File: src/rv_defs.svh
`ifndef RV_DEFS_SVH
`define RV_DEFS_SVH

////////////////////
// Core widths
////////////////////

// Data path and program counter width
`define RV_XLEN 32

// Register address width
`define RV_REG_BITS 5

// Architectural integer registers, x0 included
`define RV_NUM_REGS 32

`endif

File: src/rv_pkg.sv
package rv_pkg;

  // Major opcodes handled by the core, anything else is illegal
  typedef enum logic [6:0] {
    OPC_OP     = 7'b0110011,
    OPC_OP_IMM = 7'b0010011,
    OPC_LUI    = 7'b0110111,
    OPC_BRANCH = 7'b1100011
  } opcode_e;

  // ALU operations, PASS_B forwards operand B for LUI
  typedef enum logic [3:0] {
    ALU_ADD    = 4'd0,
    ALU_SUB    = 4'd1,
    ALU_SLL    = 4'd2,
    ALU_SLT    = 4'd3,
    ALU_SLTU   = 4'd4,
    ALU_XOR    = 4'd5,
    ALU_SRL    = 4'd6,
    ALU_SRA    = 4'd7,
    ALU_OR     = 4'd8,
    ALU_AND    = 4'd9,
    ALU_PASS_B = 4'd10
  } alu_op_e;

  // Branch conditions, same codes as funct3
  typedef enum logic [2:0] {
    BR_BEQ  = 3'b000,
    BR_BNE  = 3'b001,
    BR_BLT  = 3'b100,
    BR_BGE  = 3'b101,
    BR_BLTU = 3'b110,
    BR_BGEU = 3'b111
  } br_cond_e;

endpackage

File: src/rv_decode.sv
`timescale 1ns/1ps
`include "rv_defs.svh"

module rv_decode import rv_pkg::*; (
  input  logic                    clk_i,
  input  logic                    reset_i,
  input  logic                    instr_valid_i,
  input  logic [31:0]             instr_i,
  input  logic [`RV_XLEN-1:0]     instr_pc_i,
  output logic                    instr_ready_o,
  input  logic                    ret_accept_i,
  output logic                    dec_valid_o,
  output logic [`RV_XLEN-1:0]     dec_pc_o,
  output logic [`RV_REG_BITS-1:0] dec_rs1_o,
  output logic [`RV_REG_BITS-1:0] dec_rs2_o,
  output logic [`RV_REG_BITS-1:0] dec_rd_o,
  output logic                    dec_we_o,
  output logic                    dec_use_imm_o,
  output logic [`RV_XLEN-1:0]     dec_imm_o,
  output alu_op_e                 dec_alu_op_o,
  output logic                    dec_branch_o,
  output br_cond_e                dec_br_cond_o,
  output logic                    dec_illegal_o
);

  logic [2:0]          funct3;
  logic [6:0]          funct7;
  logic                f7_zero;
  logic                f7_alt;
  logic [`RV_XLEN-1:0] imm_i_type;
  logic [`RV_XLEN-1:0] imm_u_type;
  logic [`RV_XLEN-1:0] imm_b_type;

  logic                d_we;
  logic                d_use_imm;
  logic [`RV_XLEN-1:0] d_imm;
  alu_op_e             d_alu_op;
  logic                d_branch;
  br_cond_e            d_br_cond;
  logic                d_illegal;

  assign funct3  = instr_i[14:12];
  assign funct7  = instr_i[31:25];
  assign f7_zero = (funct7 == 7'b0000000);
  assign f7_alt  = (funct7 == 7'b0100000);

  assign imm_i_type = {{(`RV_XLEN-12){instr_i[31]}}, instr_i[31:20]};
  assign imm_u_type = {instr_i[31:12], 12'b0};
  assign imm_b_type = {{(`RV_XLEN-13){instr_i[31]}}, instr_i[31], instr_i[7],
                       instr_i[30:25], instr_i[11:8], 1'b0};

  ////////////////////
  // Field decode
  ////////////////////

  always_comb begin
    d_we      = 1'b0;
    d_use_imm = 1'b0;
    d_imm     = imm_i_type;
    d_alu_op  = ALU_ADD;
    d_branch  = 1'b0;
    d_br_cond = BR_BEQ;
    d_illegal = 1'b0;
    case (opcode_e'(instr_i[6:0]))
      OPC_OP, OPC_OP_IMM: begin
        d_use_imm = (instr_i[6:0] == OPC_OP_IMM);
        case (funct3)
          3'b000: d_alu_op = (!d_use_imm && f7_alt) ? ALU_SUB : ALU_ADD;
          3'b001: d_alu_op = ALU_SLL;
          3'b010: d_alu_op = ALU_SLT;
          3'b011: d_alu_op = ALU_SLTU;
          3'b100: d_alu_op = ALU_XOR;
          3'b101: d_alu_op = f7_alt ? ALU_SRA : ALU_SRL;
          3'b110: d_alu_op = ALU_OR;
          default: d_alu_op = ALU_AND;
        endcase
        // funct7 only matters for shifts and for register ADD/SUB
        if (!d_use_imm || funct3 == 3'b001 || funct3 == 3'b101) begin
          if (!(f7_zero || (f7_alt && (funct3 == 3'b000 || funct3 == 3'b101)))) begin
            d_illegal = 1'b1;
          end
        end
        d_we = !d_illegal;
      end
      OPC_LUI: begin
        d_use_imm = 1'b1;
        d_imm     = imm_u_type;
        d_alu_op  = ALU_PASS_B;
        d_we      = 1'b1;
      end
      OPC_BRANCH: begin
        d_imm     = imm_b_type;
        d_alu_op  = ALU_SUB;
        d_br_cond = br_cond_e'(funct3);
        // funct3 010 and 011 are not branch conditions
        d_illegal = (funct3[2:1] == 2'b01);
        d_branch  = !d_illegal;
      end
      default: d_illegal = 1'b1;
    endcase
  end

  ////////////////////
  // One-entry register
  ////////////////////

  assign instr_ready_o = !dec_valid_o || ret_accept_i;

  always_ff @(posedge clk_i) begin
    if (reset_i) begin
      dec_valid_o <= 1'b0;
    end else if (instr_ready_o) begin
      dec_valid_o <= instr_valid_i;
    end
  end

  always_ff @(posedge clk_i) begin
    if (instr_valid_i && instr_ready_o) begin
      dec_pc_o      <= instr_pc_i;
      dec_rs1_o     <= instr_i[19:15];
      dec_rs2_o     <= instr_i[24:20];
      dec_rd_o      <= instr_i[11:7];
      // No write for x0 destinations
      dec_we_o      <= d_we && (instr_i[11:7] != '0);
      dec_use_imm_o <= d_use_imm;
      dec_imm_o     <= d_imm;
      dec_alu_op_o  <= d_alu_op;
      dec_branch_o  <= d_branch;
      dec_br_cond_o <= d_br_cond;
      dec_illegal_o <= d_illegal;
    end
  end

endmodule

File: src/rv_regfile.sv
`timescale 1ns/1ps
`include "rv_defs.svh"

module rv_regfile import rv_pkg::*; (
  input  logic                    clk_i,
  input  logic                    reset_i,
  input  logic [`RV_REG_BITS-1:0] rs1_addr_i,
  input  logic [`RV_REG_BITS-1:0] rs2_addr_i,
  input  logic [`RV_REG_BITS-1:0] rd_addr_i,
  input  logic                    write_i,
  input  logic [`RV_XLEN-1:0]     data_i,
  output logic [`RV_XLEN-1:0]     rs1_o,
  output logic [`RV_XLEN-1:0]     rs2_o
);

  logic [`RV_XLEN-1:0] regs [`RV_NUM_REGS];

  always_ff @(posedge clk_i) begin
    if (reset_i) begin
      for (int i = 0; i < `RV_NUM_REGS; i++) begin
        regs[i] <= '0;
      end
    end else if (write_i && rd_addr_i != '0) begin
      regs[rd_addr_i] <= data_i;
    end
  end

  // x0 is hardwired to zero
  assign rs1_o = (rs1_addr_i == '0) ? '0 : regs[rs1_addr_i];
  assign rs2_o = (rs2_addr_i == '0) ? '0 : regs[rs2_addr_i];

endmodule

File: src/rv_alu.sv
`timescale 1ns/1ps
`include "rv_defs.svh"

module rv_alu import rv_pkg::*; (
  input  alu_op_e             op_i,
  input  logic [`RV_XLEN-1:0] a_i,
  input  logic [`RV_XLEN-1:0] b_i,
  output logic [`RV_XLEN-1:0] result_o,
  output logic                equal_o,
  output logic                less_o,
  output logic                less_signed_o
);

  logic [4:0] shamt;

  // Shifts only look at the low five bits
  assign shamt = b_i[4:0];

  ////////////////////
  // Compare flags
  ////////////////////

  assign equal_o       = (a_i == b_i);
  assign less_o        = (a_i < b_i);
  assign less_signed_o = ($signed(a_i) < $signed(b_i));

  ////////////////////
  // Result select
  ////////////////////

  always_comb begin
    case (op_i)
      ALU_ADD:    result_o = a_i + b_i;
      ALU_SUB:    result_o = a_i - b_i;
      ALU_SLL:    result_o = a_i << shamt;
      ALU_SLT:    result_o = {{(`RV_XLEN-1){1'b0}}, less_signed_o};
      ALU_SLTU:   result_o = {{(`RV_XLEN-1){1'b0}}, less_o};
      ALU_XOR:    result_o = a_i ^ b_i;
      ALU_SRL:    result_o = a_i >> shamt;
      ALU_SRA:    result_o = $unsigned($signed(a_i) >>> shamt);
      ALU_OR:     result_o = a_i | b_i;
      ALU_AND:    result_o = a_i & b_i;
      ALU_PASS_B: result_o = b_i;
      default:    result_o = '0;
    endcase
  end

endmodule

File: src/rv_execute.sv
`timescale 1ns/1ps
`include "rv_defs.svh"

module rv_execute import rv_pkg::*; (
  input  logic                    clk_i,
  input  logic                    reset_i,
  input  logic [`RV_XLEN-1:0]     dec_pc_i,
  input  logic [`RV_REG_BITS-1:0] dec_rs1_i,
  input  logic [`RV_REG_BITS-1:0] dec_rs2_i,
  input  logic                    dec_use_imm_i,
  input  logic [`RV_XLEN-1:0]     dec_imm_i,
  input  alu_op_e                 dec_alu_op_i,
  input  logic                    dec_branch_i,
  input  br_cond_e                dec_br_cond_i,
  input  logic                    fwd_valid_i,
  input  logic                    fwd_we_i,
  input  logic [`RV_REG_BITS-1:0] fwd_rd_i,
  input  logic [`RV_XLEN-1:0]     fwd_data_i,
  input  logic                    rf_write_i,
  input  logic [`RV_REG_BITS-1:0] rf_rd_i,
  input  logic [`RV_XLEN-1:0]     rf_data_i,
  output logic [`RV_XLEN-1:0]     ex_result_o,
  output logic                    ex_branch_taken_o,
  output logic [`RV_XLEN-1:0]     ex_branch_target_o
);

  logic [`RV_XLEN-1:0] rf_rs1;
  logic [`RV_XLEN-1:0] rf_rs2;
  logic                fwd_hit;
  logic [`RV_XLEN-1:0] src1;
  logic [`RV_XLEN-1:0] src2;
  logic [`RV_XLEN-1:0] op_a;
  logic [`RV_XLEN-1:0] op_b;
  logic                alu_equal;
  logic                alu_less;
  logic                alu_less_signed;
  logic                cond_met;

  rv_regfile regfile0 (
    .clk_i      (clk_i),
    .reset_i    (reset_i),
    .rs1_addr_i (dec_rs1_i),
    .rs2_addr_i (dec_rs2_i),
    .rd_addr_i  (rf_rd_i),
    .write_i    (rf_write_i),
    .data_i     (rf_data_i),
    .rs1_o      (rf_rs1),
    .rs2_o      (rf_rs2)
  );

  // Retire record not yet written back takes priority over the file
  assign fwd_hit = fwd_valid_i && fwd_we_i && (fwd_rd_i != '0);
  assign src1    = (fwd_hit && fwd_rd_i == dec_rs1_i) ? fwd_data_i : rf_rs1;
  assign src2    = (fwd_hit && fwd_rd_i == dec_rs2_i) ? fwd_data_i : rf_rs2;

  // LUI carries immediate bits in the rs1 field
  assign op_a = (dec_alu_op_i == ALU_PASS_B) ? '0 : src1;
  assign op_b = dec_use_imm_i ? dec_imm_i : src2;

  rv_alu alu0 (
    .op_i          (dec_alu_op_i),
    .a_i           (op_a),
    .b_i           (op_b),
    .result_o      (ex_result_o),
    .equal_o       (alu_equal),
    .less_o        (alu_less),
    .less_signed_o (alu_less_signed)
  );

  always_comb begin
    case (dec_br_cond_i)
      BR_BEQ:  cond_met = alu_equal;
      BR_BNE:  cond_met = !alu_equal;
      BR_BLT:  cond_met = alu_less_signed;
      BR_BGE:  cond_met = !alu_less_signed;
      BR_BLTU: cond_met = alu_less;
      BR_BGEU: cond_met = !alu_less;
      default: cond_met = 1'b0;
    endcase
  end

  assign ex_branch_taken_o  = dec_branch_i && cond_met;
  assign ex_branch_target_o = dec_pc_i + dec_imm_i;

endmodule

File: src/rv_retire.sv
`timescale 1ns/1ps
`include "rv_defs.svh"

module rv_retire import rv_pkg::*; (
  input  logic                    clk_i,
  input  logic                    reset_i,
  input  logic                    dec_valid_i,
  input  logic [`RV_XLEN-1:0]     dec_pc_i,
  input  logic [`RV_REG_BITS-1:0] dec_rd_i,
  input  logic                    dec_we_i,
  input  logic                    dec_illegal_i,
  input  logic [`RV_XLEN-1:0]     ex_result_i,
  input  logic                    ex_branch_taken_i,
  input  logic [`RV_XLEN-1:0]     ex_branch_target_i,
  input  logic                    retire_ready_i,
  output logic                    ret_accept_o,
  output logic                    rf_write_o,
  output logic                    retire_valid_o,
  output logic [`RV_XLEN-1:0]     retire_pc_o,
  output logic [`RV_REG_BITS-1:0] retire_rd_o,
  output logic                    retire_we_o,
  output logic [`RV_XLEN-1:0]     retire_data_o,
  output logic                    retire_branch_taken_o,
  output logic [`RV_XLEN-1:0]     retire_branch_target_o,
  output logic                    retire_illegal_o
);

  // Room for a new record when empty or when the current one leaves
  assign ret_accept_o = !retire_valid_o || retire_ready_i;

  // Register file is written as the record leaves the core
  assign rf_write_o = retire_valid_o && retire_ready_i && retire_we_o;

  always_ff @(posedge clk_i) begin
    if (reset_i) begin
      retire_valid_o <= 1'b0;
    end else if (ret_accept_o) begin
      retire_valid_o <= dec_valid_i;
    end
  end

  always_ff @(posedge clk_i) begin
    if (dec_valid_i && ret_accept_o) begin
      retire_pc_o            <= dec_pc_i;
      retire_rd_o            <= dec_rd_i;
      retire_we_o            <= dec_we_i;
      // Data reads zero for records that do not write
      retire_data_o          <= dec_we_i ? ex_result_i : '0;
      retire_branch_taken_o  <= ex_branch_taken_i;
      retire_branch_target_o <= ex_branch_target_i;
      retire_illegal_o       <= dec_illegal_i;
    end
  end

endmodule

File: src/rv_core.sv
`timescale 1ns/1ps
`include "rv_defs.svh"

module rv_core import rv_pkg::*; (
  input  logic                    clk_i,
  input  logic                    reset_i,
  input  logic                    instr_valid_i,
  input  logic [31:0]             instr_i,
  input  logic [`RV_XLEN-1:0]     instr_pc_i,
  output logic                    instr_ready_o,
  output logic                    retire_valid_o,
  output logic [`RV_XLEN-1:0]     retire_pc_o,
  output logic [`RV_REG_BITS-1:0] retire_rd_o,
  output logic                    retire_we_o,
  output logic [`RV_XLEN-1:0]     retire_data_o,
  output logic                    retire_branch_taken_o,
  output logic [`RV_XLEN-1:0]     retire_branch_target_o,
  output logic                    retire_illegal_o,
  input  logic                    retire_ready_i
);

  logic                    ret_accept;
  logic                    rf_write;
  logic                    dec_valid;
  logic [`RV_XLEN-1:0]     dec_pc;
  logic [`RV_REG_BITS-1:0] dec_rs1;
  logic [`RV_REG_BITS-1:0] dec_rs2;
  logic [`RV_REG_BITS-1:0] dec_rd;
  logic                    dec_we;
  logic                    dec_use_imm;
  logic [`RV_XLEN-1:0]     dec_imm;
  alu_op_e                 dec_alu_op;
  logic                    dec_branch;
  br_cond_e                dec_br_cond;
  logic                    dec_illegal;
  logic [`RV_XLEN-1:0]     ex_result;
  logic                    ex_branch_taken;
  logic [`RV_XLEN-1:0]     ex_branch_target;

  ////////////////////
  // Input side
  ////////////////////

  rv_decode decode0 (
    .clk_i         (clk_i),
    .reset_i       (reset_i),
    .instr_valid_i (instr_valid_i),
    .instr_i       (instr_i),
    .instr_pc_i    (instr_pc_i),
    .instr_ready_o (instr_ready_o),
    .ret_accept_i  (ret_accept),
    .dec_valid_o   (dec_valid),
    .dec_pc_o      (dec_pc),
    .dec_rs1_o     (dec_rs1),
    .dec_rs2_o     (dec_rs2),
    .dec_rd_o      (dec_rd),
    .dec_we_o      (dec_we),
    .dec_use_imm_o (dec_use_imm),
    .dec_imm_o     (dec_imm),
    .dec_alu_op_o  (dec_alu_op),
    .dec_branch_o  (dec_branch),
    .dec_br_cond_o (dec_br_cond),
    .dec_illegal_o (dec_illegal)
  );

  ////////////////////
  // Execute
  ////////////////////

  rv_execute execute0 (
    .clk_i              (clk_i),
    .reset_i            (reset_i),
    .dec_pc_i           (dec_pc),
    .dec_rs1_i          (dec_rs1),
    .dec_rs2_i          (dec_rs2),
    .dec_use_imm_i      (dec_use_imm),
    .dec_imm_i          (dec_imm),
    .dec_alu_op_i       (dec_alu_op),
    .dec_branch_i       (dec_branch),
    .dec_br_cond_i      (dec_br_cond),
    .fwd_valid_i        (retire_valid_o),
    .fwd_we_i           (retire_we_o),
    .fwd_rd_i           (retire_rd_o),
    .fwd_data_i         (retire_data_o),
    .rf_write_i         (rf_write),
    .rf_rd_i            (retire_rd_o),
    .rf_data_i          (retire_data_o),
    .ex_result_o        (ex_result),
    .ex_branch_taken_o  (ex_branch_taken),
    .ex_branch_target_o (ex_branch_target)
  );

  ////////////////////
  // Output side
  ////////////////////

  rv_retire retire0 (
    .clk_i                  (clk_i),
    .reset_i                (reset_i),
    .dec_valid_i            (dec_valid),
    .dec_pc_i               (dec_pc),
    .dec_rd_i               (dec_rd),
    .dec_we_i               (dec_we),
    .dec_illegal_i          (dec_illegal),
    .ex_result_i            (ex_result),
    .ex_branch_taken_i      (ex_branch_taken),
    .ex_branch_target_i     (ex_branch_target),
    .retire_ready_i         (retire_ready_i),
    .ret_accept_o           (ret_accept),
    .rf_write_o             (rf_write),
    .retire_valid_o         (retire_valid_o),
    .retire_pc_o            (retire_pc_o),
    .retire_rd_o            (retire_rd_o),
    .retire_we_o            (retire_we_o),
    .retire_data_o          (retire_data_o),
    .retire_branch_taken_o  (retire_branch_taken_o),
    .retire_branch_target_o (retire_branch_target_o),
    .retire_illegal_o       (retire_illegal_o)
  );

endmodule

File: config.mk
export PLATFORM = sky130hd
export DESIGN_NAME = rv_core
export DESIGN_NICKNAME = d
export VERILOG_FILES = /design/src/rv_pkg.sv /design/src/rv_decode.sv /design/src/rv_regfile.sv /design/src/rv_alu.sv /design/src/rv_execute.sv /design/src/rv_retire.sv /design/src/rv_core.sv
export VERILOG_INCLUDE_DIRS = /design/src
export SDC_FILE = /design/constraint.sdc
export NUM_CORES = 2
export LEC_CHECK = 0
export BUFFER_PORTS_ARGS = -buffer_cell sky130_fd_sc_hd__buf_2
export CAP_MARGIN = 30
export CELL_PAD_IN_SITES_DETAIL_PLACEMENT = 1
export CELL_PAD_IN_SITES_GLOBAL_PLACEMENT = 1
export CORE_ASPECT_RATIO = 0.6
export CORE_MARGIN = 2
export CORE_UTILIZATION = 35
export CTS_CLUSTER_SIZE = 12
export DETAILED_ROUTE_END_ITERATION = 10
export PLACE_DENSITY = 0.68
export SKIP_LAST_GASP = 1
export SLEW_MARGIN = 20
export SYNTH_ARGS = -nofsm -noshare
export SYNTH_HDL_FRONTEND = slang
export SYNTH_SLANG_ARGS = --single-unit
File: constraint.sdc
create_clock -name clk_i -period 10.15 [get_ports clk_i]
set_input_delay 2.5375 -clock clk_i [delete_from_list [all_inputs] [get_ports clk_i]]
set_output_delay 2.5375 -clock clk_i [all_outputs]
set_load 0.05 [all_outputs]
==> qor.yml <==
fmax_ghz: 0.122
routed_via_density: 6.70
place_congestion: 1.06
ys_seq_elements: 1230
synth_cell_type_count: 106
grt-ovfl-total: 0
netlist_top_cells_count: "1218 x edfxtp_1, 1010 x and2_1, 436 x mux4_2"
die_area_um2: 211000
reg2reg_slack_ns: 1.96
initial_core_util: 0.352
placedCellCount: 8344
setup_violations: 0
routed_wl_um: 352000
hold_path.class: "reg -> reg"
core.rowCount: 129
syn2layout_area_growth_pct: 11.7
hold_end: "retire0.retire_rd_o[1]$_DFFE_PP_"
stdcell_count: 8565
first_pass_iters: 8
tightest_slew_ns: 1.27
synth-seq-area-share: 0.507
fp.dieW_um: 592
vias: 57400
cts_max_level: 3
peakVddDrop_mv: 0.163
rsz0062_at_grt: "no"
grt.total_usage: 0.326
postCtsHoldBufs: 0
cp_data_arrival_time_ns: 8.63
min_period_over_period: 0.807
worst_setup_path_start_kind: "register"
reg2reg_to: "retire0.retire_data_o[30]$_SDFFCE_PN0P_"
p_leak_nw: 30.0
grt_pass1_vias: 54700
clkSinkCount: 1230
yosys.area.top_type: "edfxtp_1"
route.detailed.drc: 0
grt_max_degree: 89
reg2regPathDepth: 18
crit_required_ns: 10.59
end_kind: "register"
crit_fanout: 33
drt-wirelength-per-cell_um: 41.1
relSlewSlack: 0.154
total_power_w: 0.0144
drv_cap: 0
power.density_nw_per_um2: 177
synth_warnings: 0
yosysMostFrequentCell: "edfxtp_1"
synth-async-reset-ratio: 0
coreArea_um2: 206000
syn_inst: 5618
synth-edff-count: 1218
clockBufferDepth: 3
cts_setup_buffers: 0
synth_top_cell_area_share: 0.504
first_iter_violations: 12400
cts-resized-gates: 0
grt_pass1_wl_um: 474000
layout_setup_ws_ns: 1.96
syn_area_um2: 72600
fin_skew_ns: 0.0493
detailed_place_hpwl_um: 237000
place.port_buffers: 173
fin_crit_ns: 8.19
cts_buffers: 119
antenna_found_initial: 57
place_ws_ns: 2.38
cts_tree: "done"
yosys-top-cells-area: "edfxtp_1 50%, mux4_2 14%, and2_1 8.7%"
fillCellCount: 21500
cts-root-buf: "clkbuf_16"
ios: 174
yosys_most_used_dff: "edfxtp_1"
timing.setup.tns_ns: 0
finalHoldViolations: 0
die_h_um: 357
clkSlewWorstSetupHoldPaths_ns: 0.07
crit_type: "reg -> reg"
hold_depth: 0
drive_gt1_frac: 0.211
clock_latency_ns: 0.79
status: "completed"
avgSynthCellArea_um2: 12.9
num-nets-final: 5927
antenna_left: 0
drv_slew: 0
hold_start: "decode0.dec_rd_o[1]$_DFFE_PP_"
[flip-flops by register name (all words and copies together), names as in the netlist, 3 cells and up, named ones only]
| signal | cells |
|---|---|
| decode0.dec_alu_op_o | 4 |
| decode0.dec_br_cond_o | 3 |
| decode0.dec_imm_o | 32 |
| decode0.dec_pc_o | 32 |
| decode0.dec_rd_o | 5 |
| decode0.dec_rs1_o | 5 |
| decode0.dec_rs2_o | 5 |
| execute0.regfile0.regs | 1024 |
| retire0.retire_branch_target_o | 32 |
| retire0.retire_data_o | 32 |
| retire0.retire_pc_o | 32 |
| retire0.retire_rd_o | 5 |
[worst max path at each step]
stage,from,cells after the start,slack (ns),end
3_3_place_gp,register,18,1.73,retire0.retire_data_o[26]$_SDFFCE_PN0P_
4_1_cts,register,21,2.36,retire0.retire_data_o[30]$_SDFFCE_PN0P_
3_5_place_dp,register,21,2.38,retire0.retire_data_o[30]$_SDFFCE_PN0P_
6_report,register,18,1.96,retire0.retire_data_o[30]$_SDFFCE_PN0P_
5_1_grt,register,21,1.75,retire0.retire_data_o[30]$_SDFFCE_PN0P_
2_1_floorplan,retire_ready_i,2,2.35,retire0.retire_branch_taken_o$_DFFE_PP_
[stage by stage]
step           cell area, µm²  hold WS (ns)  utilization
3_3_place_gp            77300         0.403        0.375
6_report                81100         0.422        0.394
2_1_floorplan           72700         0.400            -
3_5_place_dp            77500         0.406        0.376
4_1_cts                 81000         0.401        0.393
5_1_grt                 81100         0.428        0.393
[area by class of cell]
cell class                 instances  area [µm²]  share of cell area
timing repair buffer             460        3220              0.0396
inverter                         118         445             0.00549
clock inverter                    28         322             0.00396
multi-input combinational       3797       33700               0.415
clock buffer                     157        3120              0.0385
antenna                           24        60.1            0.000740
tap                             2751        3440              0.0424
sequential                      1230       36800               0.454
[critical path, cell delays in order, from the launching register on]
cell and delay (ns):
dfxtp_4 0.84, buf_4 0.67, mux4_2 0.62, mux4_2 0.56, mux2i_1 0.83, o21ai_0 0.30
o21ai_1 0.63, inv_1 0.11, ha_1 0.47, nor2_1 0.29, nand3_1 0.53, nor3_1 0.39
a21oi_1 0.18, buf_4 0.23, o311ai_0 0.33, o21ai_0 0.19, nor4_1 0.23, o31a_1 0.20
a31oi_1 0.10
[placed cells by master (no fill, tap or decap), drive strengths merged, types with 23 or more instances in the layout]
cell	instances
edfxtp	1218
and2	1010
buf	456
mux4	436
mux2i	402
nor2	262
a22oi	168
clkbuf	161
nand2	154
a21oi	137
ha	130
o21ai	128
inv	118
o22ai	87
nand3	57
a21o	48
nor2b	44
xnor2	43
a211oi	41
or2	41
nor3	40
nand4	34
a31oi	34
conb	32
mux2	31
nor4	30
a22o	28
o211ai	28
a221oi	27
o221ai	27
diode	24
o31ai	23
clkinv	23
[cells by family after synthesis]
| logic type | after synthesis | share of synthesized area |
|---|---|---|
| AO/OA/AOI/OAI | 926 | 0.0909 |
| flip-flops | 1230 | 0.507 |
| multiplexers | 869 | 0.196 |
| buffers and inverters | 622 | 0.0367 |
| AND/OR/NAND/NOR | 1778 | 0.139 |
| other | 1 | 0.0000516 |
| adder cells (fa/ha/maj) | 133 | 0.0232 |
| XOR/XNOR | 59 | 0.00712 |
[power breakdown]
group          switching (W)  internal, W  leakage, nW  total (W)
combinational        0.00281      0.00128         15.8    0.00409
sequential          0.000190      0.00580         12.5    0.00599
clock                0.00213      0.00220         1.64    0.00432
[metal layers]
| metal | wire length, µm | track usage | share of wire |
|---|---|---|---|
| met5 | 167 | 0.00331 | 0.00047 |
| met1 | 143000 | 0.475 | 0.41 |
| met3 | 64800 | 0.160 | 0.18 |
| met2 | 132000 | 0.417 | 0.38 |
| met4 | 11800 | 0.0923 | 0.034 |
Note: power is estimated with default switching activity, not from simulation.
